==> src/rtl/rv_bus_pkg.sv <==
package rv_bus_pkg;

    localparam int XLEN = 64;

    typedef logic [XLEN-1:0] xlen_t;

    typedef logic [XLEN/8-1:0] byte_mask_t; // one bit per byte lane

    typedef enum logic [1:0] {
        SIZE_B,
        SIZE_W,
        SIZE_D
    } mem_size_t;

endpackage

==> src/rtl/core_seq.sv <==
`timescale 1ns/1ns

module core_seq
    import rv_bus_pkg::*;
#(
    parameter xlen_t RESET_PC = '0
) (
    input  logic        clk,
    input  logic        rst_n,
    output logic        inst_req,
    output xlen_t       inst_addr,
    input  logic [31:0] inst_data,
    input  logic        inst_ack,
    output logic [31:0] inst,
    input  logic        is_mem,
    input  logic        illegal,
    output logic        lsu_start,
    input  logic        lsu_done,
    output logic        wb_en,
    input  logic        writes_rd,
    output logic        retire,
    output logic        halted
);

    typedef enum logic [2:0] {
        S_FETCH,
        S_ACK_LOW,
        S_EXEC,
        S_MEM,
        S_WB,
        S_HALT
    } seq_state_t;

    seq_state_t state;
    xlen_t      pc;

    assign inst_addr = pc;
    assign lsu_start = (state == S_EXEC) && is_mem && !illegal; // one cycle
    assign wb_en     = (state == S_WB) && writes_rd;
    assign retire    = (state == S_WB);

    always_ff @(posedge clk or negedge rst_n) begin
        if (!rst_n) begin
            state    <= S_ACK_LOW; // first fetch once ack is low
            pc       <= RESET_PC;
            inst_req <= 1'b0;
            halted   <= 1'b0;
        end else begin
            case (state)
                S_ACK_LOW: begin
                    if (!inst_ack) begin
                        inst_req <= 1'b1;
                        state    <= S_FETCH;
                    end
                end
                S_FETCH: begin
                    if (inst_ack) begin
                        inst_req <= 1'b0;
                        state    <= S_EXEC;
                    end
                end
                S_EXEC: begin
                    if (illegal) begin
                        halted <= 1'b1; // sticky
                        state  <= S_HALT;
                    end else if (is_mem) begin
                        state <= S_MEM;
                    end else begin
                        state <= S_WB;
                    end
                end
                S_MEM:   if (lsu_done) state <= S_WB;
                S_WB: begin
                    pc    <= pc + 64'd4;
                    state <= S_ACK_LOW;
                end
                S_HALT:  state <= S_HALT;
                default: state <= S_HALT;
            endcase
        end
    end

    always_ff @(posedge clk) begin
        if (state == S_FETCH && inst_ack) inst <= inst_data; // instruction register
    end

    a_addr_stable: assert property (@(posedge clk) disable iff (!rst_n)
        inst_req && !inst_ack |=> $stable(inst_addr))
        else $error("inst_addr changed during a fetch");

endmodule

==> config.mk <==
export PLATFORM = sky130hd
export DESIGN_NAME = core_seq
export DESIGN_NICKNAME = d
export VERILOG_FILES = /design/src/rtl/rv_bus_pkg.sv /design/src/rtl/core_seq.sv
export SDC_FILE = /design/constraint.sdc
export NUM_CORES = 1
export LEC_CHECK = 0
export CAP_MARGIN = 20
export CORE_UTILIZATION = 50
export DETAILED_ROUTE_END_ITERATION = 12
export DONT_BUFFER_PORTS = 1
export GPL_TIMING_DRIVEN = 0
export PLACE_DENSITY_LB_ADDON = 0.25
export SLEW_MARGIN = 20
export SYNTH_ARGS = -nofsm -noshare
export SYNTH_HDL_FRONTEND = slang
export SYNTH_SLANG_ARGS = --single-unit
==> constraint.sdc <==
create_clock -name clk -period 4.3 [get_ports clk]
set_input_delay 0.86 -clock clk [delete_from_list [all_inputs] [get_ports clk]]
set_output_delay 0.86 -clock clk [all_outputs]
set_load 0.01 [all_outputs]
==> results.tsv <==
metric	value	unit
fin_total_pwr	1550	uW
cts_sinks	99	
synthCells	332	
max_stage_delay	0.52	ns
finalCritPeriodShare	0.580	
ys.warnings.count	0	
setup_violations	0	
gp_congestion	0.815	
htree_levels	3	
powerDensity	346	nW/um2
fmax	401	MHz
tightest_slew	0.541	ns
wl_per_cell	18.0	um
worst_clock_skew	0.00769	ns
maxCapViolCount	0	
final_max_slew_viol_count	0	
cts_buffers	9	
layout_common_cells	66 x dfrtp_1, 32 x xnor2_1, 32 x edfxtp_1, 28 x xor2_1, 26 x nor2_1	
worstPathRequired	4.59	ns
rsz0062_at_grt	false	
ant_nets	0	
worstHoldPathType	in2async	
antenna_found_initial	0	
layout_min_cycle_time	2.49	ns
grt_max_degree	68	
overflow	0	
io-pin-count	140	
cts.reportedPaths.clkPinSlew	0.09	ns
die_x	93.0	um
dr.pass1.iters	4	
grt_pass1_wl	13.0	mm
rows	32	
dieArea	8650	um2
ys_seq_area_frac	0.637	
worstSetupPathType	reg2reg	
status	complete, no violations	
fill_cells	678	
crit_family	simple AND/OR/NAND/NOR gates	
antennaDiodeCount	0	
layout_commonest_cell	dfrtp_1	
netlist_area	4140	um2
area_growth	8.43	%
cts_setup_buffers	0	
arrival	2.78	ns
cts_tree	built	
crit_chain	nand4_1 > nor3_1 > nand4_1 > nor4_1 > xor2_1	
cts-root-buf	clkbuf_8	
drc	0	
vias	2543	
hold_viol	0	
syn_area_per_cell	12.5	um2
die_h	93.0	um
crit_path_max_fanout	7	
io_buffers	0	
grt_pass1_vias	2513	
path_buf_inv	0	
power.leakage	0.00189	uW
hpwlAfterDp	5.96	mm
tns	0	ns
vias_per_cell	5.60	
ys_ff_latch	99	
grt_use_total	0.201	
yosysUniqueCellTypes	40	
fin_nets	387	
clock_path_buffers	2	
wl	8.18	mm
start_util	0.528	
cts.hold.buffers_added	0	
critPathMostFrequentCell	nand4_1	
max-slew-margin-rel	0.637	
core-area	7850	um2
cts-resized-gates	0	
clock_latency	0.36	ns
worstSetupEndpointType	register	
cpMaxStageDelayCell	dfrtp_1	
drt_iter0_drc	110	
cp-start-kind	register	
layout-drive-gt1-share	0.108	
seq_area	2640	um2
multi_input_area	1410	um2
ir_drop	135	uV
-- flip-flops by register name (all words and copies together) (netlist names) --
signal and flops:
halted 1, state 3, inst 32, inst_req 1
inst_addr 62
-- path summary, 6_finish.rpt --
| path | from | endpoint | slack [ns] | cells after the start |
|---|---|---|---|---|
| max in group asynchronous | rst_n | state[0] | 3.89 | 0 |
| max | inst_addr[21] | inst_addr[52] | 1.81 | 5 |
| min in group clk | inst_addr[63] | inst_addr[63] | 0.54 | 1 |
| min reg2reg | inst_addr[63] | inst_addr[63] | 0.54 | 1 |
| max reg2reg | inst_addr[21] | inst_addr[52] | 1.81 | 5 |
| min | rst_n | inst_addr[57] | 0.18 | 0 |
-- Yosys cell counts --
master    count  area share
clkbuf_1      1     0.00091
mux2_2        1      0.0027
or3_1         1      0.0015
a22oi_1       1      0.0018
nand2_1      19       0.017
dfrtp_1      66        0.40
a31o_2        1      0.0021
nor4_4        2       0.010
buf_6         1      0.0027
nor2_1       26       0.024
nor3_2        1      0.0024
xnor2_1      32       0.068
ha_1          1      0.0030
nor3b_4       1      0.0045
buf_2         2      0.0024
buf_4         3      0.0054
xor2_1       28       0.059
o21ai_0       4      0.0048
nand3b_1      1      0.0018
nor3_1       20       0.024
or4_1         1      0.0018
and4_1        2      0.0042
and2_2        1      0.0018
xnor2_2       1      0.0039
nand3_1      24       0.029
nand3_4       1      0.0042
and4_2        1      0.0024
and3_1        2      0.0030
edfxtp_1     32        0.23
inv_1        15       0.014
dfstp_2       1      0.0063
o211a_1       1      0.0024
conb_1        1     0.00091
nor4_1        5      0.0076
nand2_2       1      0.0015
or4_4         1      0.0027
nand4_1      22       0.033
a21oi_1       3      0.0036
nand2b_1      3      0.0045
and3_2        2      0.0036
-- layout make-up --
| type | count | area share |
|---|---|---|
| plain buffers | 7 | 0.0106 |
| clock buffers | 11 | 0.0293 |
| repair buffers | 3 | 0.00585 |
| well taps | 102 | 0.0284 |
| inverters | 15 | 0.0125 |
| flip-flops and latches | 99 | 0.588 |
| multi-input cells | 212 | 0.313 |
| clock inverters | 5 | 0.0123 |
-- where the power goes --
| group | leakage [uW] | internal, uW | switching [uW] |
|---|---|---|---|
| registers | 0.00122 | 972 | 0 |
| logic | 0.000580 | 2.22 | 2.15 |
| clock network | 0.0000909 | 268 | 308 |
| total | 0.00189 | 1240 | 310 |
-- metal layers --
layer	share of wire	GRT usage
met5	0	0
met4	0.011	0.0769
met3	0.074	0.0724
met2	0.49	0.319
met1	0.42	0.251
-- worst reg2reg max path, delay by kind of cell, from the launching register on --
family / cells / cell delay (ns)
AND/OR/NAND/NOR: 4 / 1.73
flip-flops: 1 / 0.52
XOR/XNOR: 1 / 0.18
-- cells by family after synthesis --
kind of cell | after synthesis | share of synthesized area
muxes | 1 | 0.00272
buffers and inverters | 22 | 0.0251
other | 1 | 0.000906
and+or+nand+nor | 137 | 0.185
DFF | 99 | 0.637
xor gates and xnor gates | 61 | 0.131
AOI/OAI and AO/OA | 10 | 0.0148
adders and majority gates | 1 | 0.00302
-- through the flow --
step	setup slack [ns]	util	area (um2)	hold WS, ns	cells
floorplan	0.717	-	4140	0.507	333
global placement	0.137	0.544	4270	0.524	435
detailed placement	1.86	0.548	4300	0.528	438
CTS	1.81	0.572	4490	0.167	454
global route	1.57	0.572	4490	0.158	454
finish	1.81	0.572	4490	0.184	454
Note: power is estimated with default switching activity, not from simulation.
