## config.mk

```make
export PLATFORM = sky130hd
export DESIGN_NAME = inst_decode
export DESIGN_NICKNAME = d
export VERILOG_FILES = /design/src/rtl/rv_bus_pkg.sv /design/src/rtl/rv_isa_pkg.sv /design/src/rtl/inst_decode.sv
export SDC_FILE = /design/constraint.sdc
export NUM_CORES = 1
export LEC_CHECK = 0
export BUFFER_PORTS_ARGS = -buffer_cell sky130_fd_sc_hd__buf_4
export CORE_MARGIN = 2
export CORE_UTILIZATION = 32
export DETAILED_ROUTE_END_ITERATION = 10
export PLACE_DENSITY_LB_ADDON = 0.1
export SLEW_MARGIN = 10
export SYNTH_ARGS = -nofsm -noshare
export SYNTH_HDL_FRONTEND = slang
export SYNTH_SLANG_ARGS = --single-unit
```

## constraint.sdc

```tcl
create_clock -name vclk -period 1.55
set_input_delay 0.31 -clock vclk [all_inputs]
set_output_delay 0.31 -clock vclk [all_outputs]
set_load 0.01 [all_outputs]
```

## src/rtl/rv_bus_pkg.sv

```systemverilog
package rv_bus_pkg;

    localparam int XLEN = 64;

    typedef logic [XLEN-1:0] xlen_t;

    typedef logic [XLEN/8-1:0] byte_mask_t; // one bit per byte lane

    typedef enum logic [1:0] {
        SIZE_B,
        SIZE_W,
        SIZE_D
    } mem_size_t;

endpackage

```

## src/rtl/rv_isa_pkg.sv

```systemverilog
package rv_isa_pkg;

    typedef logic [4:0] reg_addr_t;

    // major opcodes
    localparam logic [6:0] OPC_OP        = 7'b0110011;
    localparam logic [6:0] OPC_OP_IMM    = 7'b0010011;
    localparam logic [6:0] OPC_OP_32     = 7'b0111011;
    localparam logic [6:0] OPC_OP_IMM_32 = 7'b0011011;
    localparam logic [6:0] OPC_LUI       = 7'b0110111;
    localparam logic [6:0] OPC_LOAD      = 7'b0000011;
    localparam logic [6:0] OPC_STORE     = 7'b0100011;

    localparam logic [2:0] F3_ADD_SUB = 3'b000;
    localparam logic [2:0] F3_XOR     = 3'b100;
    localparam logic [2:0] F3_OR      = 3'b110;
    localparam logic [2:0] F3_AND     = 3'b111;

    localparam logic [2:0] F3_MEM_B  = 3'b000; // sb
    localparam logic [2:0] F3_MEM_W  = 3'b010; // lw / sw
    localparam logic [2:0] F3_MEM_D  = 3'b011; // ld / sd
    localparam logic [2:0] F3_MEM_WU = 3'b110; // lwu

    localparam logic [6:0] F7_BASE = 7'b0000000;
    localparam logic [6:0] F7_SUB  = 7'b0100000;

    typedef enum logic [2:0] {
        ALU_ADD,
        ALU_SUB,
        ALU_AND,
        ALU_OR,
        ALU_XOR,
        ALU_PASS_B
    } alu_op_t;

    // how the write-back value is widened before it lands in the register file
    typedef enum logic [1:0] {
        WB_FULL,
        WB_SEXT_W,
        WB_ZEXT_W
    } wb_ext_t;

endpackage

```

## src/rtl/inst_decode.sv

```systemverilog
`timescale 1ns/1ns

module inst_decode
    import rv_isa_pkg::*, rv_bus_pkg::*;
(
    input  logic [31:0] inst,
    output reg_addr_t   rs1_addr,
    output reg_addr_t   rs2_addr,
    output reg_addr_t   rd_addr,
    output xlen_t       imm,
    output logic        use_imm,
    output alu_op_t     alu_op,
    output wb_ext_t     wb_ext,
    output logic        is_load,
    output logic        is_store,
    output logic        writes_rd,
    output mem_size_t   mem_size,
    output logic        load_unsigned,
    output logic        illegal
);

    logic [6:0] opcode;
    logic [2:0] funct3;
    logic [6:0] funct7;
    xlen_t      imm_i;
    xlen_t      imm_s;
    xlen_t      imm_u;
    alu_op_t    f3_op;
    logic       f3_ok;

    assign opcode   = inst[6:0];
    assign funct3   = inst[14:12];
    assign funct7   = inst[31:25];
    assign rd_addr  = inst[11:7];
    assign rs1_addr = inst[19:15];
    assign rs2_addr = inst[24:20];

    assign imm_i = {{52{inst[31]}}, inst[31:20]};
    assign imm_s = {{52{inst[31]}}, inst[31:25], inst[11:7]};
    assign imm_u = {{32{inst[31]}}, inst[31:12], 12'b0};

    // funct3 to alu op for the register and immediate groups
    always_comb begin
        f3_ok = 1'b1;
        case (funct3)
            F3_ADD_SUB: f3_op = ALU_ADD;
            F3_XOR:     f3_op = ALU_XOR;
            F3_OR:      f3_op = ALU_OR;
            F3_AND:     f3_op = ALU_AND;
            default: begin
                f3_op = ALU_ADD;
                f3_ok = 1'b0; // shifts and compares not supported
            end
        endcase
    end

    always_comb begin
        imm           = imm_i;
        use_imm       = 1'b0;
        alu_op        = ALU_ADD;
        wb_ext        = WB_FULL;
        is_load       = 1'b0;
        is_store      = 1'b0;
        writes_rd     = 1'b0;
        mem_size      = SIZE_D;
        load_unsigned = 1'b0;
        illegal       = 1'b0;
        case (opcode)
            OPC_OP, OPC_OP_32: begin
                writes_rd = 1'b1;
                alu_op    = f3_op;
                if (opcode == OPC_OP_32) begin
                    wb_ext = WB_SEXT_W;
                    if (funct3 != F3_ADD_SUB) illegal = 1'b1; // only addw / subw
                end
                if (funct7 == F7_SUB && funct3 == F3_ADD_SUB) alu_op = ALU_SUB;
                else if (funct7 != F7_BASE || !f3_ok) illegal = 1'b1;
            end
            OPC_OP_IMM, OPC_OP_IMM_32: begin
                writes_rd = 1'b1;
                use_imm   = 1'b1;
                alu_op    = f3_op;
                illegal   = !f3_ok;
                if (opcode == OPC_OP_IMM_32) begin
                    wb_ext = WB_SEXT_W;
                    if (funct3 != F3_ADD_SUB) illegal = 1'b1; // addiw only
                end
            end
            OPC_LUI: begin
                writes_rd = 1'b1;
                use_imm   = 1'b1;
                imm       = imm_u;
                alu_op    = ALU_PASS_B;
            end
            OPC_LOAD: begin
                writes_rd = 1'b1;
                use_imm   = 1'b1;
                is_load   = 1'b1;
                case (funct3)
                    F3_MEM_D: mem_size = SIZE_D;
                    F3_MEM_W: begin
                        mem_size = SIZE_W;
                        wb_ext   = WB_SEXT_W;
                    end
                    F3_MEM_WU: begin
                        mem_size      = SIZE_W;
                        wb_ext        = WB_ZEXT_W;
                        load_unsigned = 1'b1;
                    end
                    default: illegal = 1'b1;
                endcase
            end
            OPC_STORE: begin
                use_imm  = 1'b1;
                imm      = imm_s;
                is_store = 1'b1;
                case (funct3)
                    F3_MEM_B: mem_size = SIZE_B;
                    F3_MEM_W: mem_size = SIZE_W;
                    F3_MEM_D: mem_size = SIZE_D;
                    default:  illegal = 1'b1;
                endcase
            end
            default: illegal = 1'b1;
        endcase
    end

endmodule

```

==> run summary <==
initial standard-cell utilization of the core - 0.341
worst hold slack across all endpoints - 0.807 ns
post-synthesis instance area - 0.00105 mm2
number of warnings reported in the yosys synthesis log - 0
utilization of the core after routing - 0.799
Max Freq - 0.552 GHz
Overall Global Routing Usage - 0.219
number of antenna violations at the first check in global routing - 0
outcome - finished, violations left
largest net degree at the start of global routing - 34
critical path capture point type - primary output
violated checks - setup timing
largest voltage drop on the vdd net - 0.000137 V
final design area excluding fillers - 0.00246 mm2
number of sequential storage elements - 0
final total power - 637 uW
CLK BUF - 0
net count after synthesis - 177
worst slew margin relative to its limit - 0.795
overall overflow remaining after global route - 0
count of boundary I/O pins - 124
Crit. path cell count - 7
unrepaired setup endpoints after global routing - true
CP Launch Point - inst[29]
dpl hpwl - 3.07 mm
Maximum Capacitance Violations - 0
site row count - 20
transition time at the pin with the least slew margin - 0.307 ns
Critical Path Start Type - input pin
Final Non-Filler Cells - 308
port bufs - 124
Iteration-0 DRC Markers - 48
largest incremental delay on the critical path - 0.29 ns
Critical Path End - alu_op[0]
CP max-delay cell - sky130_fd_sc_hd__o31ai_2
Storage cell area - 0 um2
count of unique library cells instantiated by Yosys - 36
final wirelength - 4.94 mm
min Tclk post-route - 1.81 ns
layout cells sized above 1 - 0.784
cell types with the largest area share after synthesis - sky130_fd_sc_hd__buf_4, sky130_fd_sc_hd__a21o_1, sky130_fd_sc_hd__a32o_1, sky130_fd_sc_hd__nor2b_1, sky130_fd_sc_hd__nor2_1
die boundary height - 61.3 um
routed via count - 1,493
most numerous cell types in the synthesized netlist - sky130_fd_sc_hd__buf_4, sky130_fd_sc_hd__a21o_1, sky130_fd_sc_hd__nor2_1
total of endpoints with negative setup slack in the final report - 40
first-pass GRT wire length - 6.47 mm
number of instances in the synthesized netlist - 145
final period utilization - 1.17
total iterations of the first detailed-routing run - 4
cell type contributing the most total cell area after synthesis - sky130_fd_sc_hd__buf_4
width of the die - 61.3 um
CP required - 1.24 ns
sequential element share of the synthesized area - 0
Core Footprint - 0.00308 mm2
cells along the critical path - buf_8 -> nor4_4 -> and3_4 -> buf_6 -> a21boi_4 -> o31ai_2 -> buf_4
placed insts - 292
routed length per placed instance - 16.0 um
weighted congestion reported at the end of routability-driven placement - 0.763
power density over the cells - 259 mW/mm2
leading cell type by number of instances after synthesis - sky130_fd_sc_hd__buf_4
post-synth top area share - 0.358
Buffers & Inverters on Critical Path - 3
type of the worst min-delay path - input pin to primary output
Setup Crit Path Kind - input pin to primary output
Setup WS post-layout - -0.261 ns
area enclosed by the die boundary - 0.00375 mm2
category of cells accounting for the largest share of critical-path delay - simple AND/OR/NAND/NOR gates
largest fanout of any net on the critical path - 2
synthesized area per cell - 7.24 um2
Pleak - 1.37 nW
via count of the first global-routing pass - 1,368
diode count - 0
Post-DP Area - 0.00190 mm2
number of buffers inserted for hold repair after clock tree synthesis - 0
Fin. Hold Viols - 0
number of design rule violations left after detail routing - 0
residual antenna-violating net count after detailed routing - 0
Worst EP arrival - 1.50 ns
number of nets in the layout - 298
synth-to-layout area growth - 134%
vias per cell - 4.85
Sum Neg Setup Slack - -6.36 ns
final count of pins violating max slew - 0
dpl ws - -0.376 ns
placed cells by master (no fill, tap or decap), drive strengths merged, types with 2 or more instances in the layout:
master,instances
nand2b,2
o21ai,5
a32o,5
nor2,9
a21oi,5
and3,2
inv,4
buf,172
and2b,2
nor4,2
a21o,24
nor2b,9
nor3b,2
nand2,5
mux2i,2
final cells by class:
| class | count | area (um2) |
|---|---|---|
| fill | 223 | 618 |
| multi-input combinational | 87 | 831 |
| timing repair buffer | 173 | 1550 |
| inverter | 4 | 22.5 |
| tap | 44 | 55.1 |
kinds of logic (layout without fill, tap and decap cells):
group	Yosys count	in the layout	synth area share
buffers and inverters	61	177	0.416
AND/OR/NAND/NOR	34	37	0.224
multiplexers	2	2	0.0191
AO/OA/AOI/OAI	48	48	0.341
worst min-delay path by stage:
stage                     startpoint          end  cells past startpoint
after floorplan             inst[31]      imm[31]                      1
after global placement      inst[17]  rs1_addr[2]                      2
after detailed placement    inst[15]  rs1_addr[0]                      2
after CTS                   inst[18]  rs1_addr[3]                      2
after global routing        inst[15]  rs1_addr[0]                      2
final                        inst[8]   rd_addr[1]                      2
per-layer routing:
metal	share of wire	track usage	routed length (um)	vias to the layer above
met5	0	0	0	-
met4	0.011	0	52	0
met3	0.079	0.0126	390	4
met2	0.52	0.441	2560	79
met1	0.39	0.267	1940	702
li1	-	-	-	708
timing repair:
item	CTS	global route
gates resized for setup	74	25
endpoints found under the setup margin	43	42
pin swaps	23	8
cloned	6	0
buffers inserted	7	4
power by group:
group | internal (mW) | switching [mW]
Clock | 0 | 0
Sequential | 0 | 0
Combinational | 0.360 | 0.277
No activity file was read; power rests on OpenSTA's default activity.
