**src/rtl/rv_bus_pkg.sv**
```systemverilog
package rv_bus_pkg;

    localparam int XLEN = 64;

    typedef logic [XLEN-1:0] xlen_t;

    typedef logic [XLEN/8-1:0] byte_mask_t; // one bit per byte lane

    typedef enum logic [1:0] {
        SIZE_B,
        SIZE_W,
        SIZE_D
    } mem_size_t;

endpackage

```
**src/rtl/rv_isa_pkg.sv**
```systemverilog
package rv_isa_pkg;

    typedef logic [4:0] reg_addr_t;

    // major opcodes
    localparam logic [6:0] OPC_OP        = 7'b0110011;
    localparam logic [6:0] OPC_OP_IMM    = 7'b0010011;
    localparam logic [6:0] OPC_OP_32     = 7'b0111011;
    localparam logic [6:0] OPC_OP_IMM_32 = 7'b0011011;
    localparam logic [6:0] OPC_LUI       = 7'b0110111;
    localparam logic [6:0] OPC_LOAD      = 7'b0000011;
    localparam logic [6:0] OPC_STORE     = 7'b0100011;

    localparam logic [2:0] F3_ADD_SUB = 3'b000;
    localparam logic [2:0] F3_XOR     = 3'b100;
    localparam logic [2:0] F3_OR      = 3'b110;
    localparam logic [2:0] F3_AND     = 3'b111;

    localparam logic [2:0] F3_MEM_B  = 3'b000; // sb
    localparam logic [2:0] F3_MEM_W  = 3'b010; // lw / sw
    localparam logic [2:0] F3_MEM_D  = 3'b011; // ld / sd
    localparam logic [2:0] F3_MEM_WU = 3'b110; // lwu

    localparam logic [6:0] F7_BASE = 7'b0000000;
    localparam logic [6:0] F7_SUB  = 7'b0100000;

    typedef enum logic [2:0] {
        ALU_ADD,
        ALU_SUB,
        ALU_AND,
        ALU_OR,
        ALU_XOR,
        ALU_PASS_B
    } alu_op_t;

    // how the write-back value is widened before it lands in the register file
    typedef enum logic [1:0] {
        WB_FULL,
        WB_SEXT_W,
        WB_ZEXT_W
    } wb_ext_t;

endpackage

```
**src/rtl/reg_file.sv**
```systemverilog
`timescale 1ns/1ns

module reg_file
    import rv_isa_pkg::*, rv_bus_pkg::*;
#(
    parameter int REG_COUNT = 32
) (
    input  logic      clk,
    input  logic      rst_n,
    input  logic      wb_en,
    input  reg_addr_t rd_addr,
    input  xlen_t     wb_data,
    input  wb_ext_t   wb_ext,
    input  reg_addr_t rs1_addr,
    input  reg_addr_t rs2_addr,
    output xlen_t     rs1_data,
    output xlen_t     rs2_data,
    input  reg_addr_t dbg_addr,
    output xlen_t     dbg_data
);

    localparam int IDX_W = $clog2(REG_COUNT);

    xlen_t            regs [REG_COUNT];
    xlen_t            ext_data;
    logic [IDX_W-1:0] wr_idx;

    function automatic xlen_t read_reg(input reg_addr_t addr);
        logic [IDX_W-1:0] idx;
        idx = addr[IDX_W-1:0]; // upper index bits ignored for small files
        return (idx == '0) ? '0 : regs[idx];
    endfunction

    assign wr_idx = rd_addr[IDX_W-1:0];

    always_comb begin
        case (wb_ext)
            WB_SEXT_W: ext_data = {{32{wb_data[31]}}, wb_data[31:0]};
            WB_ZEXT_W: ext_data = {32'b0, wb_data[31:0]};
            default:   ext_data = wb_data;
        endcase
    end

    always_ff @(posedge clk or negedge rst_n) begin
        if (!rst_n) begin
            for (int i = 0; i < REG_COUNT; i++) begin
                regs[i] <= '0;
            end
        end else if (wb_en && wr_idx != '0) begin // x0 stays zero
            regs[wr_idx] <= ext_data;
        end
    end

    assign rs1_data = read_reg(rs1_addr);
    assign rs2_data = read_reg(rs2_addr);
    assign dbg_data = read_reg(dbg_addr); // debug view of the array

    a_x0_zero: assert property (@(posedge clk) disable iff (!rst_n) regs[0] == '0)
        else $error("register entry zero holds a nonzero value");

endmodule

```
**config.mk**
```make
export PLATFORM = sky130hd
export DESIGN_NAME = reg_file
export DESIGN_NICKNAME = d
export VERILOG_FILES = /design/src/rtl/rv_bus_pkg.sv /design/src/rtl/rv_isa_pkg.sv /design/src/rtl/reg_file.sv
export SDC_FILE = /design/constraint.sdc
export NUM_CORES = 2
export LEC_CHECK = 0
export BUFFER_PORTS_ARGS = -buffer_cell sky130_fd_sc_hd__buf_2
export CAP_MARGIN = 20
export CORE_MARGIN = 4
export CORE_UTILIZATION = 45
export DETAILED_ROUTE_END_ITERATION = 7
export PLACE_DENSITY = 0.67
export SLEW_MARGIN = 30
export SYNTH_ARGS = -nofsm -noshare
export SYNTH_HDL_FRONTEND = slang
export SYNTH_SLANG_ARGS = --single-unit
```
**constraint.sdc**
```tcl
create_clock -name clk -period 2.25 [get_ports clk]
set_clock_uncertainty 0.1 [all_clocks]
set_input_delay 0.1125 -clock clk [delete_from_list [all_inputs] [get_ports clk]]
set_output_delay 0.1125 -clock clk [all_outputs]
set_load 0.02 [all_outputs]
```
==> flow_summary.toml <==
[outcome]
status = "complete, but fails checks"
violations = "negative setup slack"

[job]
max-cap-violations = 0

[yosys]
synth_edf_count = 0
yosys_warnings = 0
ys_ff_latch = 2048
postSynthCellCount = 9461
syn_area_per_cell_um2 = 12.9
seq_area_frac_synth_pct = 41.9
synthFlopType = "dfrtp_1"
syn_nets = 9551
async_flop_share_pct = 100
synth.distinct_cells = 52
syn_area_um2 = 122000

[die]
die_x_um = 530
start_util_pct = 45.2
die-area_um2 = 280000
die_h_um = 530
io_pins = 281
fp.coreArea_um2 = 271000
rows = 191

[timing]
min_period_over_period_pct = 146
max_slew_margin_pct = 29.0
setup_ws_ns = -1.04
worst_pin_slew_ns = 1.06
hold_viol = 0
max_freq_mhz = 304
slew_viol_final = 0
setup_viol = 192
fin_crit_ns = 3.29
rsz0062_at_grt = "true"

[cts]
clk_pin_slew_worst_paths_ns = 0.07
cts.sinks = 2048
cts_tree = "done"
clk_latency_ns = 0.91
clockBufferDepth = 4
cts_buffers = 221
htreeDepth = 4
cts_root_buffer = "clkbuf_16"

[detailed_routing]
final_antenna_net_count = 0
drt_first_pass_iters = 6
avgRoutedWirePerCell_um = 36.0
via_count = 100000
vias_per_cell = 7.02
initialDrtViolationCount = 14400
remaining_drc_errors = 0
wl_mm = 514

[critical_path]
reg2reg_depth = 4
ff2ff_setup_slack_ns = 0.69
timing.rr.end = "regs[424]$_DFFE_PN0P_"
required_ns = 2.04
worstSetupStartpointType = "register"
worstPathMaxFanout = 4
timing.rr.start = "regs[424]$_DFFE_PN0P_"
crit_path_end_kind = "primary output"
worstPathArrival_ns = 3.07
critPathKind = "reg2out"

[pwr]
p_per_area_nw_per_um2 = 849
clkPwrFrac_pct = 29.7
combPwrFrac_pct = 30.8
irDropWorstVdd_mv = 0.642
p_leak_nw = 65.5
total_power_mw = 130
switching_share_pct = 31.9
switching_power_mw = 41.4
power.share.sequential_pct = 39.5
p_int_mw = 88.5

[global_route]
grt_max_degree = 101
grt_pass1_vias = 101000
overflow = 0
grtUsageTotal_pct = 36.1
grt_antenna_before_repair = 42
grt_pass1_wl_mm = 735

[layout]
nets = 10600
final_cell_count_no_fill = 14300
post-route-util_pct = 56.5
largestRegisters = "regs: 2048 flops"
top_register = "regs"
largest_reg_flops = 2048
drive_gt1_share_pct = 48.1
fillers = 21000
area_growth_pct = 25.0

[worst_hold_path]
worstHoldStart = "wb_data[45]"
hold_path_end = "regs[301]$_DFFE_PN0P_"
min_path_cells = 5
hold_path_class = "in2reg"

[place]
io_buffers = 280
dpl.hpwl_mm = 348
dp_cells = 13500
gp_congestion = 0.973
==> what timing repair did <==
action	in CTS	in global routing
hold endpoints to repair	4032	0
gates cloned	0	1
hold buffers	77	0
setup endpoints to repair	192	194
buffers inserted	242	88
pin swaps	281	86
resized for setup	874	150
==> worst max-delay path, stage by stage, from the launching register on <==
cell	delay (ns)
dfrtp_1	0.40
mux4_2	0.26
nand2_1	0.07
nand2_2	0.09
nand2_2	0.05
a222oi_1	0.90
buf_4	0.27
buf_6	0.12
==> synth_stat cells, types with 4 or more instances <==
| master | n | share of area, % |
|---|---|---|
| a2111oi_0 | 7 | 0.050 |
| a211oi_1 | 116 | 0.71 |
| a21o_1 | 74 | 0.45 |
| a21oi_1 | 603 | 2.5 |
| a221o_1 | 6 | 0.049 |
| a221oi_1 | 5 | 0.036 |
| a222oi_1 | 11 | 0.090 |
| a22o_1 | 34 | 0.24 |
| a22oi_1 | 110 | 0.67 |
| a31oi_1 | 10 | 0.051 |
| and2_1 | 32 | 0.16 |
| and3_1 | 33 | 0.17 |
| buf_1 | 114 | 0.35 |
| buf_2 | 261 | 1.1 |
| buf_4 | 84 | 0.52 |
| buf_6 | 11 | 0.10 |
| clkbuf_1 | 661 | 2.0 |
| dfrtp_1 | 2048 | 42 |
| inv_1 | 4 | 0.012 |
| mux2_2 | 1029 | 9.5 |
| mux2i_1 | 666 | 5.4 |
| mux4_2 | 1409 | 26 |
| nand2_1 | 634 | 1.9 |
| nand2b_1 | 11 | 0.056 |
| nand3_1 | 8 | 0.033 |
| nand3b_1 | 7 | 0.043 |
| nor2_1 | 598 | 1.8 |
| nor2_2 | 5 | 0.026 |
| nor2b_1 | 24 | 0.12 |
| nor3_1 | 33 | 0.13 |
| nor3b_1 | 4 | 0.025 |
| nor4_1 | 10 | 0.051 |
| o21ai_0 | 530 | 2.2 |
| o221ai_1 | 74 | 0.53 |
| o22a_1 | 12 | 0.086 |
| o22ai_1 | 153 | 0.78 |
| or3_1 | 4 | 0.020 |
==> area by class of cell <==
| cell class | instances | area (µm²) | area share [%] |
|---|---|---|---|
| multi-input combinational | 6277 | 69200 | 45.2 |
| sequential | 2048 | 51300 | 33.5 |
| timing repair buffer | 1958 | 20500 | 13.4 |
| clock buffer | 321 | 6460 | 4.22 |
| tap | 3570 | 4470 | 2.92 |
| clock inverter | 76 | 1050 | 0.688 |
| antenna | 30 | 75.1 | 0.0491 |
| inverter | 6 | 22.5 | 0.0147 |
==> cells in the final DEF (no fill, tap or decap), types with 43 or more instances in the layout <==
| cell | netlist | layout |
|---|---|---|
| dfrtp_1 | 2048 | 2047 |
| buf_4 | 84 | 1135 |
| buf_2 | 261 | 73 |
| clkbuf_16 | 0 | 224 |
| mux4_2 | 1409 | 1409 |
| a211oi_1 | 116 | 43 |
| mux2i_1 | 666 | 640 |
| dlygate4sd3_1 | 0 | 76 |
| a21oi_2 | 0 | 54 |
| a22oi_1 | 110 | 77 |
| buf_6 | 11 | 288 |
| buf_12 | 0 | 368 |
| a21oi_1 | 603 | 539 |
| o21ai_0 | 530 | 520 |
| o22ai_1 | 153 | 141 |
| nor2_1 | 598 | 575 |
| nand2_1 | 634 | 597 |
| a211oi_2 | 0 | 66 |
| clkbuf_8 | 0 | 49 |
| mux2_2 | 1029 | 1012 |
| clkbuf_1 | 661 | 48 |
==> power groups by stage <==
stage                     Clock (mW)  Combinational, mW  Sequential, mW
after floorplan                    0               22.6            49.1
after CTS                       38.7               38.4            50.7
after detailed placement           0               34.2            51.5
final                           38.6               40.0            51.4
after global routing            40.2               42.0            52.0
after global placement             0               33.3            50.7
==> per-stage QoR <==
step / worst slack, ns / setup TNS (ns) / instance area (µm²) / hold WS [ns]
4_1_cts: -0.915 / -122.18 / 152000 / 0.0718
6_report: -1.04 / -119.15 / 153000 / 0.122
3_5_place_dp: -0.877 / -62.22 / 138000 / -0.0107
3_3_place_gp: -1.09 / -62.52 / 138000 / -0.0116
2_1_floorplan: 0.00349 / 0 / 122000 / -0.283
5_1_grt: -0.967 / -124.41 / 153000 / 0.158
==> routing by layer <==
metal  vias to the layer above  global-route usage, %  share of wire [%]
met3                      2185                   12.4                 14
met4                        26                   27.6                9.4
met2                      8109                   51.7                 43
li1                      38600                      -                  -
met5                         -                      0              0.031
met1                     51500                   45.2                 34
==> cell families (layout without fill, tap and decap cells) <==
| family | Yosys count | after routing | synth area share (%) |
|---|---|---|---|
| simple gates | 1413 | 1413 | 4.69 |
| compound gates | 1758 | 1759 | 8.50 |
| other cells | 0 | 30 | 0 |
| buf+inv | 1137 | 2361 | 4.08 |
| mux | 3104 | 3104 | 40.8 |
| flops | 2048 | 2048 | 41.9 |
| fa+ha+maj | 1 | 1 | 0.0102 |
==> worst max path at each step <==
stage | startpoint | to | slack, ns
2_1_floorplan | rs1_addr[0] | rs1_data[0] | 0.003
6_report | regs[169]$_DFFE_PN0P_ | rs2_data[41] | -1.04
3_3_place_gp | dbg_addr[0] | dbg_data[58] | -1.09
3_5_place_dp | rs2_addr[2] | rs2_data[59] | -0.88
4_1_cts | regs[1536]$_DFFE_PN0P_ | rs1_data[0] | -0.91
5_1_grt | regs[297]$_DFFE_PN0P_ | rs2_data[41] | -0.97
(Power assumes the default switching activity.)
