`src/rtl/rv_bus_pkg.sv`:
```
package rv_bus_pkg;

    localparam int XLEN = 64;

    typedef logic [XLEN-1:0] xlen_t;

    typedef logic [XLEN/8-1:0] byte_mask_t; // one bit per byte lane

    typedef enum logic [1:0] {
        SIZE_B,
        SIZE_W,
        SIZE_D
    } mem_size_t;

endpackage

```
`src/rtl/lsu.sv`:
```
`timescale 1ns/1ns

module lsu
    import rv_bus_pkg::*;
(
    input  logic       clk,
    input  logic       rst_n,
    input  logic       start,
    input  logic       is_store,
    input  mem_size_t  size,
    input  xlen_t      addr,
    input  xlen_t      store_data,
    output logic       done,
    output xlen_t      load_data,
    output logic       mem_req,
    output logic       mem_we,
    output xlen_t      mem_addr,
    output xlen_t      mem_wdata,
    output byte_mask_t mem_wmask,
    input  logic       mem_ack,
    input  xlen_t      mem_rdata
);

    typedef enum logic [1:0] {
        LSU_IDLE,
        LSU_REQ,
        LSU_RELEASE
    } lsu_state_t;

    lsu_state_t state;
    byte_mask_t mask;
    logic [2:0] off_q;
    logic [5:0] lane_shift;

    assign lane_shift = {addr[2:0], 3'b000};
    assign mem_req    = (state == LSU_REQ);

    always_comb begin
        case (size)
            SIZE_B:  mask = byte_mask_t'(8'h01) << addr[2:0];
            SIZE_W:  mask = byte_mask_t'(8'h0f) << addr[2:0];
            default: mask = 8'hff;
        endcase
    end

    always_ff @(posedge clk or negedge rst_n) begin
        if (!rst_n) begin
            state <= LSU_IDLE;
            done  <= 1'b0;
        end else begin
            done <= 1'b0;
            case (state)
                LSU_IDLE:    if (start) state <= LSU_REQ;
                LSU_REQ:     if (mem_ack) state <= LSU_RELEASE; // drop req
                LSU_RELEASE: begin
                    if (!mem_ack) begin
                        state <= LSU_IDLE;
                        done  <= 1'b1;
                    end
                end
                default:     state <= LSU_IDLE;
            endcase
        end
    end

    // request payload held for the whole transfer
    always_ff @(posedge clk) begin
        if (state == LSU_IDLE && start) begin
            mem_addr  <= {addr[63:3], 3'b000};
            mem_we    <= is_store;
            mem_wdata <= store_data << lane_shift;
            mem_wmask <= is_store ? mask : '0;
            off_q     <= addr[2:0];
        end
        if (state == LSU_REQ && mem_ack && !mem_we) begin
            load_data <= mem_rdata >> {off_q, 3'b000}; // back to lane zero
        end
    end

    a_req_held: assert property (@(posedge clk) disable iff (!rst_n)
        mem_req && !mem_ack |=> mem_req)
        else $error("mem_req dropped before mem_ack");

endmodule

```
`config.mk`:
```
export PLATFORM = sky130hd
export DESIGN_NAME = lsu
export DESIGN_NICKNAME = d
export VERILOG_FILES = /design/src/rtl/rv_bus_pkg.sv /design/src/rtl/lsu.sv
export SDC_FILE = /design/constraint.sdc
export NUM_CORES = 1
export LEC_CHECK = 0
export BUFFER_PORTS_ARGS = -buffer_cell sky130_fd_sc_hd__buf_4
export CAP_MARGIN = 10
export CORE_ASPECT_RATIO = 1.75
export CORE_MARGIN = 1.5
export CORE_UTILIZATION = 40
export CTS_CLUSTER_SIZE = 20
export DETAILED_ROUTE_END_ITERATION = 8
export PLACE_DENSITY_LB_ADDON = 0.08
export SLEW_MARGIN = 30
export SYNTH_ARGS = -nofsm -noshare
export SYNTH_HDL_FRONTEND = slang
export SYNTH_SLANG_ARGS = --single-unit
```
`constraint.sdc`:
```
create_clock -name clk -period 12.9 [get_ports clk]
set_input_delay 0.645 -clock clk [delete_from_list [all_inputs] [get_ports clk]]
set_output_delay 0.645 -clock clk [all_outputs]
set_load 0.02 [all_outputs]
```
==> flow_summary.yaml, run 1 <==
floorplan:
  num_io_pins: 402
  dieArea_sq_um: 25700
  dieHeight_um: 211
  start_util: 0.405
  fp-row-count: 76
  die_width_um: 122
  core_area_sq_um: 24400
layout:
  area_growth_pct: 37.6
  stdcell_count: 1399
  diodes: 0
  postLayoutCoreUtil: 0.557
  fillCellCount: 2129
  design_area_sq_um: 13600
  drive_gt1_frac: 0.435
  final_nets: 1275
clocking:
  cts_hold_buf: 1
  cts_resized: 0
  clk_latency_ns: 0.50
  cts_root_buf: "clkbuf_16"
  clockBufferDepth: 3
  cts_tree: "yes"
  cts_setup_buffers: 0
  h-tree-depth: 1
  numCtsBuffers: 20
  clk_pin_slew_ns: 0.07
  cts_sinks: 204
synth:
  synth_adder_area_share: 0
  synth_edf_count: 201
  synthTopCellsByArea: "edfxtp_1 61%, mux2i_1 11%, mux2_2 2.4%"
  ys_warn_count: 0
  synth_compound_area_frac: 0.115
  yosys.area_share.xor_xnor: 0
  synth_flop_cell: "edfxtp_1"
  synth_top_family_by_area: "multiplexers"
  netlist_instances: 704
  synth.cell_area_sq_um: 9900
  yosysTopAreaCell: "edfxtp_1"
  synthMuxAreaShare: 0.151
  ys_seq_elements: 204
  synth-simple-area-share: 0.0761
  synth.top_cell.area_share: 0.609
  avgSynthCellArea_sq_um: 14.1
  ys_async_sr_fraction: 0.0147
  yosysSeqAreaShare: 0.617
  synth_cell_types: 45
grt:
  grt_use_total: 0.225
  antenna_found_initial: 0
  grt_pass1_vias: 7448
  grt_pass1_wl_um: 43600
  grt_overflow: 0
  grt_max_degree: 71
detailed_routing:
  drc: 0
  top_layer: "met4"
  viasPerCell: 5.36
  wl_met3_um: 2300
  ant_nets: 0
  vias: 7493
  drt_iter0_markers: 502
  first_pass_iters: 5
  routed_wl_um: 30200
  wire_per_inst_um: 21.6
  wl_met2_um: 16400
  met1_length_um: 10700
placed_design:
  dp_slack_ns: 9.82
  gp_congestion: 0.806
  dp.cells: 1365
  io_buffers: 398
  dpl.hpwl_um: 21900
  dpl_cell_area_sq_um: 13000
sta:
  report.final.hold_viol_count: 0
  maxSlewHeadroom: 0.341
  fin_tns_setup_ns: 0
  maxSlewViolCount: 0
  finClkSkew_ns: 0.00724
  setup_viol: 0
  timing.final.crit_share: 0.215
  tightest_slew_ns: 0.985
  setup_ws_ns: 10.13
  period_needed_ns: 2.77
  max_clock_freq_mhz: 361
  rsz0062_at_grt: "false"
power_and_ir_drop:
  p_leak_uw: 0.00558
  p_per_area_nw_per_um2: 163
  peakVddDrop_mv: 0.114
worst_setup_path:
  crit_type: "reg -> reg"
  crit_path_max_fanout: 70
  cp.arrival_ns: 2.89
  worstPathRequired_ns: 13.02
  start_kind: "register"
  critPathCaptureType: "register"
flow_run:
  max-cap-violations: 0
hold_path:
  hold_class: "in -> reg"
run_status:
  status: "complete, no violations"
==> area by class of cell <==
| type | instances | area (sq um) | share of cell area |
|---|---|---|---|
| Clock inverter | 9 | 97.6 | 0.00716 |
| Sequential cell | 204 | 6110 | 0.449 |
| Timing Repair Buffer | 408 | 3070 | 0.225 |
| Multi-Input combinational cell | 439 | 3410 | 0.250 |
| Tap cell | 312 | 390 | 0.0287 |
| Inverter | 3 | 11.3 | 0.000827 |
| Clock buffer | 24 | 537 | 0.0394 |
==> power by group <==
part	leakage (uW)	total (uW)	switching, uW	internal [uW]
clock	0.000306	585	249	336
sequential	0.00193	939	37.5	901
combinational	0.00334	690	417	273
==> cell usage after synthesis, drive strengths merged, types with 16 or more instances <==
cell    instances
and2           19
edfxtp        201
a211oi         22
nor2           49
a221oi         20
mux2           21
o21a           21
o21ai          33
buf            46
nor2b          28
o221ai         16
mux2i         108
nand2          18
==> flip-flops by register name, summed over array words and instances (netlist names) <==
name / flops
done: 1
load_data: 64
mem_addr: 61
mem_wdata: 64
mem_we: 1
mem_wmask: 8
off_q: 3
state: 2
==> worst paths after layout <==
check | from | endpoint | slack (ns) | depth (start not counted)
hold / removal | addr[52] | mem_addr[52] | 0.31 | 1
setup reg to reg | state[1] | mem_addr[17] | 10.13 | 3
setup / recovery | state[1] | mem_addr[17] | 10.13 | 3
min in group asynchronous | rst_n | state[1] | 0.50 | 2
hold reg to reg | state[1] | done | 0.58 | 2
max in group asynchronous | rst_n | state[0] | 12.31 | 2
==> critical path, stage by stage (launching register included) <==
cell and delay (ns):
dfrtp_1 0.40, nor3b_2 0.39, buf_4 0.74, buf_4 0.79
==> cells by family (layout without fill, tap and decap cells) <==
family                 count (synthesis)  in the layout
flip-flops                           204            204
AND/OR/NAND/NOR                      145            145
buffers and inverters                 63            444
multiplexers                         137            137
other                                  1              3
AO/OA/AOI/OAI                        154            154
==> cell usage in the layout (no fill, tap or decap), types with 3 or more instances in the layout <==
master and count:
conb_1 3, o21a_1 21, mux2i_1 108, clkbuf_1 3, o22a_1 10, clkinv_2 3
dfrtp_1 3, mux4_2 8, a2bb2oi_1 15, a21oi_1 3, mux2_2 21, nand2b_1 7
buf_4 407, nand3b_1 8, o221ai_1 16, edfxtp_1 201, nor2b_1 27, a211oi_1 22
and2_1 18, nand2_1 18, nand3_1 6, clkinv_1 3, clkbuf_16 21, a221oi_1 20
o21ai_0 33, nor2_1 48, o22ai_1 6
==> stage by stage <==
step	total power, uW	hold WS [ns]
after floorplan	1390	0.349
after global placement	1640	0.435
after detailed placement	1650	0.440
after CTS	2240	0.291
after global routing	2310	0.296
final	2210	0.315
==> metal layers <==
layer  track usage  vias up
li1              -     3482
met1         0.253     3658
met2         0.414      303
met3        0.0472       50
met4        0.0803        0
met5             0        -
Power figures use the tool's default switching activity.
==> run 2: changes to the inputs <==
clock period = 2.3 ns   (was 12.9 ns; I/O delays follow)
==> run 2 against run 1 <==
- sequential power grew to 5.6 times the previous value
- clock-buffer cell count grew 1
- non-clock buffer count grew 123
- sequential share of layout area shrank 4.0 points
- routed wire length grew 5.8%
- critical path type unchanged
- critical endpoint is now load_data[0]
==> flow_summary.yaml, run 2 (synthesis results as in run 1) <==
worst_setup_path:
  start_kind: "register"
  cp_cell_sequence: "buf_12 > mux4_2 > nand2_1 > o221ai_1"
  critPathCaptureType: "register"
  critPathMaxStageDelay_ns: 0.55
  crit_path_max_fanout: 50
  reg2reg_slack_ns: 0.54
  slowest_stage: "mux4_2"
  worst_r2r_endpoint: "load_data[0]"
  cp.arrival_ns: 1.99
  worstPathRequired_ns: 2.53
  crit_type: "reg -> reg"
  r2r_start: "off_q[0]"
  r2r_cells: 4
sta:
  timing.final.crit_share: 0.765
  report.final.hold_viol_count: 0
  max_clock_freq_mhz: 568
  maxSlewHeadroom: 0.472
  tightest_slew_ns: 0.789
  finClkSkew_ns: 0.00792
  maxSlewViolCount: 0
  rsz0062_at_grt: "false"
  setup_ws_ns: 0.540
  period_needed_ns: 1.76
  setup_viol: 0
power_and_ir_drop:
  p_leak_uw: 0.00616
  intPower_uw: 8830
  p_switching_uw: 4080
  p_per_area_nw_per_um2: 864
  seqPwrFrac: 0.409
  power_frac_comb: 0.324
  peakVddDrop_mv: 0.723
  swShare: 0.316
  p_total_uw: 12900
  pwr-share-clk: 0.266
placed_design:
  dp_slack_ns: 0.535
  gp_congestion: 0.816
  dpl.hpwl_um: 23000
  io_buffers: 398
clocking:
  cts_root_buf: "clkbuf_16"
  cts_tree: "yes"
  clockBufferDepth: 3
  clk_latency_ns: 0.51
  clk_pin_slew_ns: 0.06
  h-tree-depth: 1
  cts_resized: 0
  numCtsBuffers: 22
  cts_sinks: 204
grt:
  grt_max_degree: 69
  grt_pass1_vias: 8231
  grt_use_total: 0.240
  grt_pass1_wl_um: 46500
  grt_overflow: 0
  antenna_found_initial: 0
layout:
  postLayoutCoreUtil: 0.611
  diodes: 0
  reg.largest.list: "load_data x64, mem_wdata x64, mem_addr x61"
  area_growth_pct: 50.9
  layout_commonest_cell: "buf_4"
  final_cell_mix: "420 x buf_4, 201 x edfxtp_1, 108 x mux2i_1"
  final_nets: 1400
  drive_gt1_frac: 0.405
floorplan:
  core_area_sq_um: 24400
  num_io_pins: 402
  dieHeight_um: 211
  dieArea_sq_um: 25700
  fp-row-count: 76
  start_util: 0.405
  die_width_um: 122
detailed_routing:
  drt_iter0_markers: 553
  first_pass_iters: 4
  routed_wl_um: 32000
  vias: 7964
  wire_per_inst_um: 21.0
  ant_nets: 0
  viasPerCell: 5.22
  drc: 0
run_status:
  status: "complete, no violations"
hold_path:
  min_from: "mem_rdata[7]"
  hold_class: "in -> reg"
  whs_path_depth: 3
  holdPathEnd: "load_data[7]"
flow_run:
  max-cap-violations: 0
-- run 2: worst max path at each step --
stage	start	to	slack [ns]
after floorplan	state[1]	mem_addr[10]	-2.06
after global placement	off_q[0]	load_data[0]	0.55
after global routing	off_q[0]	load_data[11]	0.47
final	off_q[0]	load_data[0]	0.54
after CTS	off_q[0]	load_data[0]	0.54
after detailed placement	addr[2]	mem_wdata[39]	0.53
-- run 2: worst max-delay path: cells and delay by family (launching register included) --
kind                   cells  cell delay [ns]
flip-flops                 1             0.44
buffers and inverters      1             0.30
multiplexers               1             0.55
AO/OA/AOI/OAI              1             0.11
AND/OR/NAND/NOR            1             0.08
-- run 2: metal layers --
layer  GRT usage  share of wire  wire, um  vias up
met3      0.0532          0.074      2360       64
met4      0.0994          0.038      1210        0
met2       0.435           0.53     17000      340
li1            -              -         -     3731
met5           0              0         0        -
met1       0.269           0.36     11400     3829
-- run 2: cell type report --
class / instances / area, sq um
timing repair buffer: 531 / 4320
multi-input combinational: 439 / 3420
sequential: 204 / 6110
tap: 312 / 390
inverter: 3 / 11.3
clock inverter: 11 / 101
clock buffer: 25 / 583
fill: 2003 / 9500
-- run 2: repair_timing --
item                                    in CTS  in global routing
endpoints found under the setup margin       0                  0
endpoints found under the hold margin      122                  0
hold buffers                               105                  0
buffers inserted                             0                  0
-- run 2: per-stage QoR --
step,instance area [sq um],hold slack (ns),setup TNS (ns),std cells
after floorplan,9930,-0.181,-311.00,706
after global placement,13200,-0.0944,0,1384
after detailed placement,13200,-0.0934,0,1384
after CTS,14900,0.000930,0,1525
after global routing,14900,0.00970,0,1525
final,14900,0.0240,0,1525
-- run 2: power by group through the flow --
stage               Clock, uW  Sequential (uW)  Combinational (uW)
detailed placement          0             5350                4060
CTS                      3530             5280                4220
finish                   3440             5290                4190
global route             3640             5350                4440
global placement            0             5340                4030
floorplan                   0             6180                1460
