## src/rtl/rv_bus_pkg.sv

```systemverilog
package rv_bus_pkg;

    localparam int XLEN = 64;

    typedef logic [XLEN-1:0] xlen_t;

    typedef logic [XLEN/8-1:0] byte_mask_t; // one bit per byte lane

    typedef enum logic [1:0] {
        SIZE_B,
        SIZE_W,
        SIZE_D
    } mem_size_t;

endpackage

```

## src/rtl/rv_isa_pkg.sv

```systemverilog
package rv_isa_pkg;

    typedef logic [4:0] reg_addr_t;

    // major opcodes
    localparam logic [6:0] OPC_OP        = 7'b0110011;
    localparam logic [6:0] OPC_OP_IMM    = 7'b0010011;
    localparam logic [6:0] OPC_OP_32     = 7'b0111011;
    localparam logic [6:0] OPC_OP_IMM_32 = 7'b0011011;
    localparam logic [6:0] OPC_LUI       = 7'b0110111;
    localparam logic [6:0] OPC_LOAD      = 7'b0000011;
    localparam logic [6:0] OPC_STORE     = 7'b0100011;

    localparam logic [2:0] F3_ADD_SUB = 3'b000;
    localparam logic [2:0] F3_XOR     = 3'b100;
    localparam logic [2:0] F3_OR      = 3'b110;
    localparam logic [2:0] F3_AND     = 3'b111;

    localparam logic [2:0] F3_MEM_B  = 3'b000; // sb
    localparam logic [2:0] F3_MEM_W  = 3'b010; // lw / sw
    localparam logic [2:0] F3_MEM_D  = 3'b011; // ld / sd
    localparam logic [2:0] F3_MEM_WU = 3'b110; // lwu

    localparam logic [6:0] F7_BASE = 7'b0000000;
    localparam logic [6:0] F7_SUB  = 7'b0100000;

    typedef enum logic [2:0] {
        ALU_ADD,
        ALU_SUB,
        ALU_AND,
        ALU_OR,
        ALU_XOR,
        ALU_PASS_B
    } alu_op_t;

    // how the write-back value is widened before it lands in the register file
    typedef enum logic [1:0] {
        WB_FULL,
        WB_SEXT_W,
        WB_ZEXT_W
    } wb_ext_t;

endpackage

```

## src/rtl/int_alu.sv

```systemverilog
`timescale 1ns/1ns

module int_alu
    import rv_isa_pkg::*, rv_bus_pkg::*;
(
    input  xlen_t   a,
    input  xlen_t   b,
    input  alu_op_t op,
    output xlen_t   result
);

    xlen_t sum;
    xlen_t diff;

    assign sum  = a + b; // also the load / store address
    assign diff = a - b;

    always_comb begin
        case (op)
            ALU_ADD:    result = sum;
            ALU_SUB:    result = diff;
            ALU_AND:    result = a & b;
            ALU_OR:     result = a | b;
            ALU_XOR:    result = a ^ b;
            ALU_PASS_B: result = b; // lui
            default:    result = sum;
        endcase
    end

endmodule

```

## config.mk

```make
export PLATFORM = sky130hd
export DESIGN_NAME = int_alu
export DESIGN_NICKNAME = d
export VERILOG_FILES = /design/src/rtl/rv_bus_pkg.sv /design/src/rtl/rv_isa_pkg.sv /design/src/rtl/int_alu.sv
export SDC_FILE = /design/constraint.sdc
export NUM_CORES = 1
export LEC_CHECK = 0
export BUFFER_PORTS_ARGS = -buffer_cell sky130_fd_sc_hd__buf_2
export CORE_UTILIZATION = 47
export DETAILED_ROUTE_END_ITERATION = 16
export PLACE_DENSITY = 0.73
export SLEW_MARGIN = 20
export SYNTH_ARGS = -nofsm -noshare
export SYNTH_HDL_FRONTEND = slang
export SYNTH_SLANG_ARGS = --single-unit
```

## constraint.sdc

```tcl
create_clock -name vclk -period 10.9
set_input_delay 2.18 -clock vclk [all_inputs]
set_output_delay 2.18 -clock vclk [all_outputs]
set_load 0.005 [all_outputs]
```

==> Implementation_results.wiki, run 1 <==
{| class="wikitable"
! Metric !! Value
|-
| IO buf count || 195
|-
| Distinct cell type count after synthesis || 65
|-
| Die Y-Extent || 146 µm
|-
| Hold-fix buffer count after cts || 0
|-
| I/O pin total || 195
|-
| Worst Path Buf+Inv || 2
|-
| Setup crit start || b[5]
|-
| # setup viols final || 0
|-
| Most frequent cells in the layout || 194 x sky130_fd_sc_hd__buf_2, 192 x sky130_fd_sc_hd__ha_1, 164 x sky130_fd_sc_hd__inv_1, 149 x sky130_fd_sc_hd__nand2_1, 139 x sky130_fd_sc_hd__a21oi_1
|-
| Run status || finished, final reports clean
|-
| Vias post-DR || 11,000
|-
| Final hold vios || 0
|-
| Total chip power || 682 µW
|-
| Pin count of the biggest net entering global routing || 83
|-
| Routability congestion estimate from global placement || 0.972
|-
| Number of global-route vias before repair || 10,100
|-
| Count of fill cells added during filler insertion || 2,066
|-
| Termination of the worst setup path || result[61]
|-
| Reported max-cap violation count || 0
|-
| Kind of critical path || input pin to output pin
|-
| Drt wl/cell || 17.0 µm
|-
| Cells after synthesis || 1,451
|-
| HPWL after detailed placement || 25,600 µm
|-
| Net count reported at finish || 1,902
|-
| Top fanout value on the critical path || 6
|-
| Highest clock rate || 0.104 GHz
|-
| Family of cells with the greatest summed delay on the critical path || simple AND/OR/NAND/NOR gates
|-
| CP required || 8720 ps
|-
| Clkbuf count || 0
|-
| Worst-case vdd ir drop || 0.0266 mV
|-
| Endpoint type of the worst setup path || output pin
|-
| Start point of the worst min-delay path || b[6]
|-
| Fraction of layout instances using a drive strength above 1 || 14.8%
|-
| Number of post-CTS setup repair buffers || 0
|-
| Sequential cell area || 0 µm²
|-
| Crit path max-delay cell type || sky130_fd_sc_hd__or4_1
|-
| Standard cell core area || 20,200 µm²
|-
| Cell Pwr Density || 62.9 nW/µm²
|-
| Number of cells upsized or downsized after cts || 0
|-
| Cell seen most often among critical-path stages || sky130_fd_sc_hd__nor2_1
|-
| Die span in x || 146 µm
|-
| Normalized max-slew margin || 35.2%
|-
| Most frequent standard cell in the layout excluding fill and tap cells || sky130_fd_sc_hd__buf_2
|-
| CP startpoint kind || input pin
|-
| First DRT Iteration DRCs || 792
|-
| Data arrival time of the worst path || 7470 ps
|-
| Area grow syn2layout || 11.5%
|-
| Number of pins with negative max-slew slack in the final report || 0
|-
| Post-route minimum period || 9650 ps
|-
| Number of antenna-violating nets in the routed design || 0
|-
| Wire length of the first global-routing pass || 50,300 µm
|-
| Synthesized area per cell || 6.70 µm²
|-
| Path class of the lowest-slack min-delay path || input pin to output pin
|-
| Number of cell rows || 52
|-
| Via count normalized by instance count || 5.95
|-
| Number of remaining DRC errors || 0
|-
| Delay contributed by the slowest stage of the critical path || 600 ps
|-
| GRT overflow || 0
|-
| Overall track demand over capacity in global routing || 28.2%
|-
| Cell chain of the critical path || buf_2 > or4_1 > nor3_1 > nand2_1 > nor2_1 > nand2_1 > nor2_1 > nand3_1 > o31ai_1 > xnor2_1 > ha_1 > a21oi_1 > o21ai_0 > a221oi_1 > o211ai_1 > a22o_1 > nor2_1 > o21ai_1 > a31oi_1 > nor4_1 > a211o_1 > buf_2
|-
| Synth Net Count || 1,775
|-
| Share of the clock period used by the worst path after layout || 88.5%
|-
| Area used by multi-input combinational logic || 8810 µm²
|-
| Starting density of the core || 48.0%
|-
| CP Depth || 22
|-
| Unrepaired setup endpoints after global routing || false
|-
| Static leakage || 5.36 nW
|-
| Warnings, synthesis || 0
|-
| Full die area || 21,300 µm²
|-
| Proportion of synthesized chip area in sequential cells || 0%
|-
| Transition time at the pin with the least slew margin || 973 ps
|-
| Initial DRT Pass Iterations || 6
|-
| Layout sequential cell count || 0
|-
| Number of antenna violations at the first check in global routing || 0
|-
| Setup TNS Final || 0 ps
|-
| Total wire length || 31,500 µm
|-
| Cell area after synthesis || 9720 µm²
|}
[worst min-delay path: stages]
cell,delay (ps)
sky130_fd_sc_hd__buf_2,110
sky130_fd_sc_hd__mux2i_1,70
sky130_fd_sc_hd__o221ai_1,160
sky130_fd_sc_hd__buf_2,110
[through the flow]
step | instance area, µm² | worst slack, ps | hold slack (ps) | std cells | utilization [%]
after floorplan | 9720 | 2500 | 4550 | 1451 | -
after global placement | 10800 | 1530 | 4800 | 1846 | 53.5
after detailed placement | 10800 | 1370 | 4820 | 1846 | 53.5
after CTS | 10800 | 1340 | 4820 | 1846 | 53.5
after global routing | 10800 | 870 | 4820 | 1846 | 53.5
final | 10800 | 1250 | 4810 | 1847 | 53.5
[synth_stat cells, drive strengths merged, types with 3 or more instances]
cell / count / share of area, %
ha: 192 / 25
inv: 164 / 6.3
nand2: 151 / 5.9
a21oi: 140 / 7.2
xnor2: 111 / 10
o21ai: 107 / 5.6
nor2: 96 / 3.8
mux2i: 76 / 7.8
clkbuf: 70 / 2.7
o211ai: 40 / 3.1
o221ai: 31 / 2.8
nand3: 23 / 1.2
nand4: 23 / 1.5
nor3: 22 / 1.2
a21o: 19 / 1.5
o21bai: 18 / 1.4
o31ai: 15 / 1.2
a31oi: 14 / 0.90
xor2: 12 / 1.1
buf: 11 / 0.42
o22ai: 10 / 0.64
a211oi: 8 / 0.62
nand2b: 8 / 0.51
o41ai: 8 / 0.72
and2: 6 / 0.39
mux2: 6 / 0.70
nor2b: 6 / 0.39
a311oi: 5 / 0.45
and3: 5 / 0.32
nor4: 5 / 0.32
o21a: 5 / 0.39
or4: 5 / 0.42
a221oi: 4 / 0.36
a21boi: 3 / 0.23
a41oi: 3 / 0.27
o2111ai: 3 / 0.27
or3: 3 / 0.24
[final cells by class]
type                       instances  area share [%]
multi-input combinational       1206            81.4
timing repair buffer             206            9.83
inverter                         164            5.68
tap                              270            3.12
antenna                            1          0.0231
[power by group]
group / internal [mW] / switching, mW
logic: 0.279 / 0.403
registers: 0 / 0
clock network: 0.0000000123 / 0
[how the worst min path moves through the flow]
stage,end,depth (start not counted),slack (ps)
6_report,result[6],4,4810
5_1_grt,result[6],4,4820
4_1_cts,result[6],4,4820
3_5_place_dp,result[6],4,4820
3_3_place_gp,result[56],4,4800
2_1_floorplan,result[0],2,4550
[logic make-up after synthesis]
logic type / after synthesis / synth area share [%]
adder cells (fa/ha/maj): 193 / 24.9
AND/OR/NAND/NOR: 363 / 17.3
XOR/XNOR: 123 / 11.1
AO/OA/AOI/OAI: 445 / 28.7
buffers and inverters: 245 / 9.46
multiplexers: 82 / 8.52
[metal layers]
layer,GRT usage [%],up-vias,wire (µm)
li1,-,5392,-
met1,37.8,5129,14200
met2,49.4,413,14800
met3,0.752,55,1760
met4,7.21,0,711
met5,0,-,0
(Power assumes the default switching activity.)
==> run 2, diff against run 1 <==
CORE_MARGIN = 10   (was unset)
MAX_ROUTING_LAYER = met4   (was unset)
==> run 2 against run 1 <==
Compared with the run above: die area grew 26%; highest routed layer unchanged; largest cell class unchanged; wire length grew 5.6%; cell count is the same; total power grew 0.64%; first-iteration DRC count grew 7.2%; critical path type unchanged; via count shrank 1.6%; combinational power grew 0.6%; critical path depth is the same; non-clock buffer count is the same.
==> Implementation_results.wiki, run 2 (synthesis gave the netlist of run 1 again) <==
{| class="wikitable"
! Metric !! Value
|-
| Run status || finished, final reports clean
|-
| Hold-fix buffer count after cts || 0
|-
| First DRT Iteration DRCs || 849
|-
| Normalized max-slew margin || 23.2%
|-
| Number of post-CTS setup repair buffers || 0
|-
| Data arrival time of the worst path || 7480 ps
|-
| Endpoint type of the worst setup path || output pin
|-
| Setup TNS Final || 0 ps
|-
| Kind of critical path || input pin to output pin
|-
| Fraction of layout instances using a drive strength above 1 || 14.8%
|-
| Final Instance Count excl. Fillers || 1,847
|-
| Number of cell rows || 52
|-
| Initial DRT Pass Iterations || 5
|-
| Die Y-Extent || 164 µm
|-
| Share of the clock period used by the worst path after layout || 88.7%
|-
| IO buf count || 195
|-
| Number of antenna violations at the first check in global routing || 0
|-
| Placed cells || 1,846
|-
| Most frequent cells in the layout || 194 x sky130_fd_sc_hd__buf_2, 192 x sky130_fd_sc_hd__ha_1, 164 x sky130_fd_sc_hd__inv_1, 149 x sky130_fd_sc_hd__nand2_1, 139 x sky130_fd_sc_hd__a21oi_1
|-
| Post-route minimum period || 9660 ps
|-
| Final hold vios || 0
|-
| I/O pin total || 195
|-
| Number of remaining DRC errors || 0
|-
| Path class of the lowest-slack min-delay path || input pin to output pin
|-
| Most frequent standard cell in the layout excluding fill and tap cells || sky130_fd_sc_hd__buf_2
|-
| Sequential cell area || 0 µm²
|-
| Unrepaired setup endpoints after global routing || false
|-
| Standard cell core area || 20,300 µm²
|-
| Cell Pwr Density || 63.4 nW/µm²
|-
| Reported max-cap violation count || 0
|-
| Static leakage || 5.36 nW
|-
| Pin count of the biggest net entering global routing || 76
|-
| Transition time at the pin with the least slew margin || 1140 ps
|-
| GRT overflow || 0
|-
| CP required || 8720 ps
|-
| Worst-case vdd ir drop || 0.0272 mV
|-
| # setup viols final || 0
|-
| HPWL after detailed placement || 27,200 µm
|-
| Area grow syn2layout || 11.4%
|-
| Full die area || 26,800 µm²
|-
| Clkbuf count || 0
|-
| Number of antenna-violating nets in the routed design || 0
|-
| CP startpoint kind || input pin
|-
| Highest clock rate || 0.103 GHz
|-
| Number of cells upsized or downsized after cts || 0
|-
| Wire length of the first global-routing pass || 52,500 µm
|-
| Routability congestion estimate from global placement || 0.987
|-
| Vias post-DR || 10,800
|-
| Number of pins with negative max-slew slack in the final report || 0
|-
| Drt wl/cell || 18.0 µm
|-
| Number of global-route vias before repair || 10,400
|-
| Net count reported at finish || 1,902
|-
| Overall track demand over capacity in global routing || 23.8%
|-
| Starting density of the core || 47.9%
|-
| Layout sequential cell count || 0
|-
| Total wire length || 33,200 µm
|-
| Top fanout value on the critical path || 6
|-
| Final core utilization || 53.3%
|-
| Via count normalized by instance count || 5.86
|-
| Die span in x || 164 µm
|}
run 2: cell types whose count changed in the layout (fill, tap and decap cells not counted):
cell,change
sky130_fd_sc_hd__nor3b_2,+1
sky130_fd_sc_hd__nor3b_4,-1
run 2: through the flow:
| stage | cell area [µm²] | setup WS [ps] | hold WS [ps] | power [mW] |
|---|---|---|---|---|
| after CTS | 10800 | 1340 | 4820 | 0.680 |
| after floorplan | 9720 | 2500 | 4550 | 0.456 |
| final | 10800 | 1240 | 4810 | 0.686 |
| after global placement | 10800 | 1550 | 4810 | 0.669 |
| after global routing | 10800 | 704 | 4840 | 0.760 |
| after detailed placement | 10800 | 1370 | 4820 | 0.675 |
run 2: path summary, 6_finish.rpt:
check	from	end	depth (start not counted)
setup / recovery	b[5]	result[55]	22
hold / removal	b[56]	result[56]	4
run 2: per-layer routing:
metal | GRT usage [%] | wire length [µm]
met2 | 40.0 | 15500
met4 | 5.44 | 726
met5 | - | 0
met1 | 30.7 | 15300
met3 | 1.28 | 1680
run 2: layout make-up:
cell class | instances | area [µm²]
Antenna cell | 1 | 2.50
Inverter | 164 | 616
Fill cell | 2076 | 9470
Multi-Input combinational cell | 1206 | 8810
Tap cell | 270 | 338
Timing Repair Buffer | 206 | 1060
run 2: report_power, final:
part,switching (mW),internal (mW),total (mW)
clock,0,0.0000000123,0.0000000123
combinational,0.407,0.279,0.686
sequential,0,0,0
total,0.407,0.279,0.686
run 2: critical path, cell delays in order:
cell,delay [ps]
sky130_fd_sc_hd__buf_2,140
sky130_fd_sc_hd__or4_1,600
sky130_fd_sc_hd__nor3_1,240
sky130_fd_sc_hd__nand2_1,160
sky130_fd_sc_hd__nor2_1,210
sky130_fd_sc_hd__nand2_1,210
sky130_fd_sc_hd__nor2_1,330
sky130_fd_sc_hd__nand3_1,210
sky130_fd_sc_hd__o31ai_1,340
sky130_fd_sc_hd__xnor2_1,160
sky130_fd_sc_hd__ha_1,320
sky130_fd_sc_hd__a21oi_1,210
sky130_fd_sc_hd__o21ai_0,130
sky130_fd_sc_hd__a221oi_1,370
sky130_fd_sc_hd__o211ai_1,130
sky130_fd_sc_hd__a22o_1,210
sky130_fd_sc_hd__nor2_1,300
sky130_fd_sc_hd__o21ai_0,250
sky130_fd_sc_hd__a21boi_0,280
sky130_fd_sc_hd__xor2_1,190
sky130_fd_sc_hd__o221ai_1,140
sky130_fd_sc_hd__buf_2,160
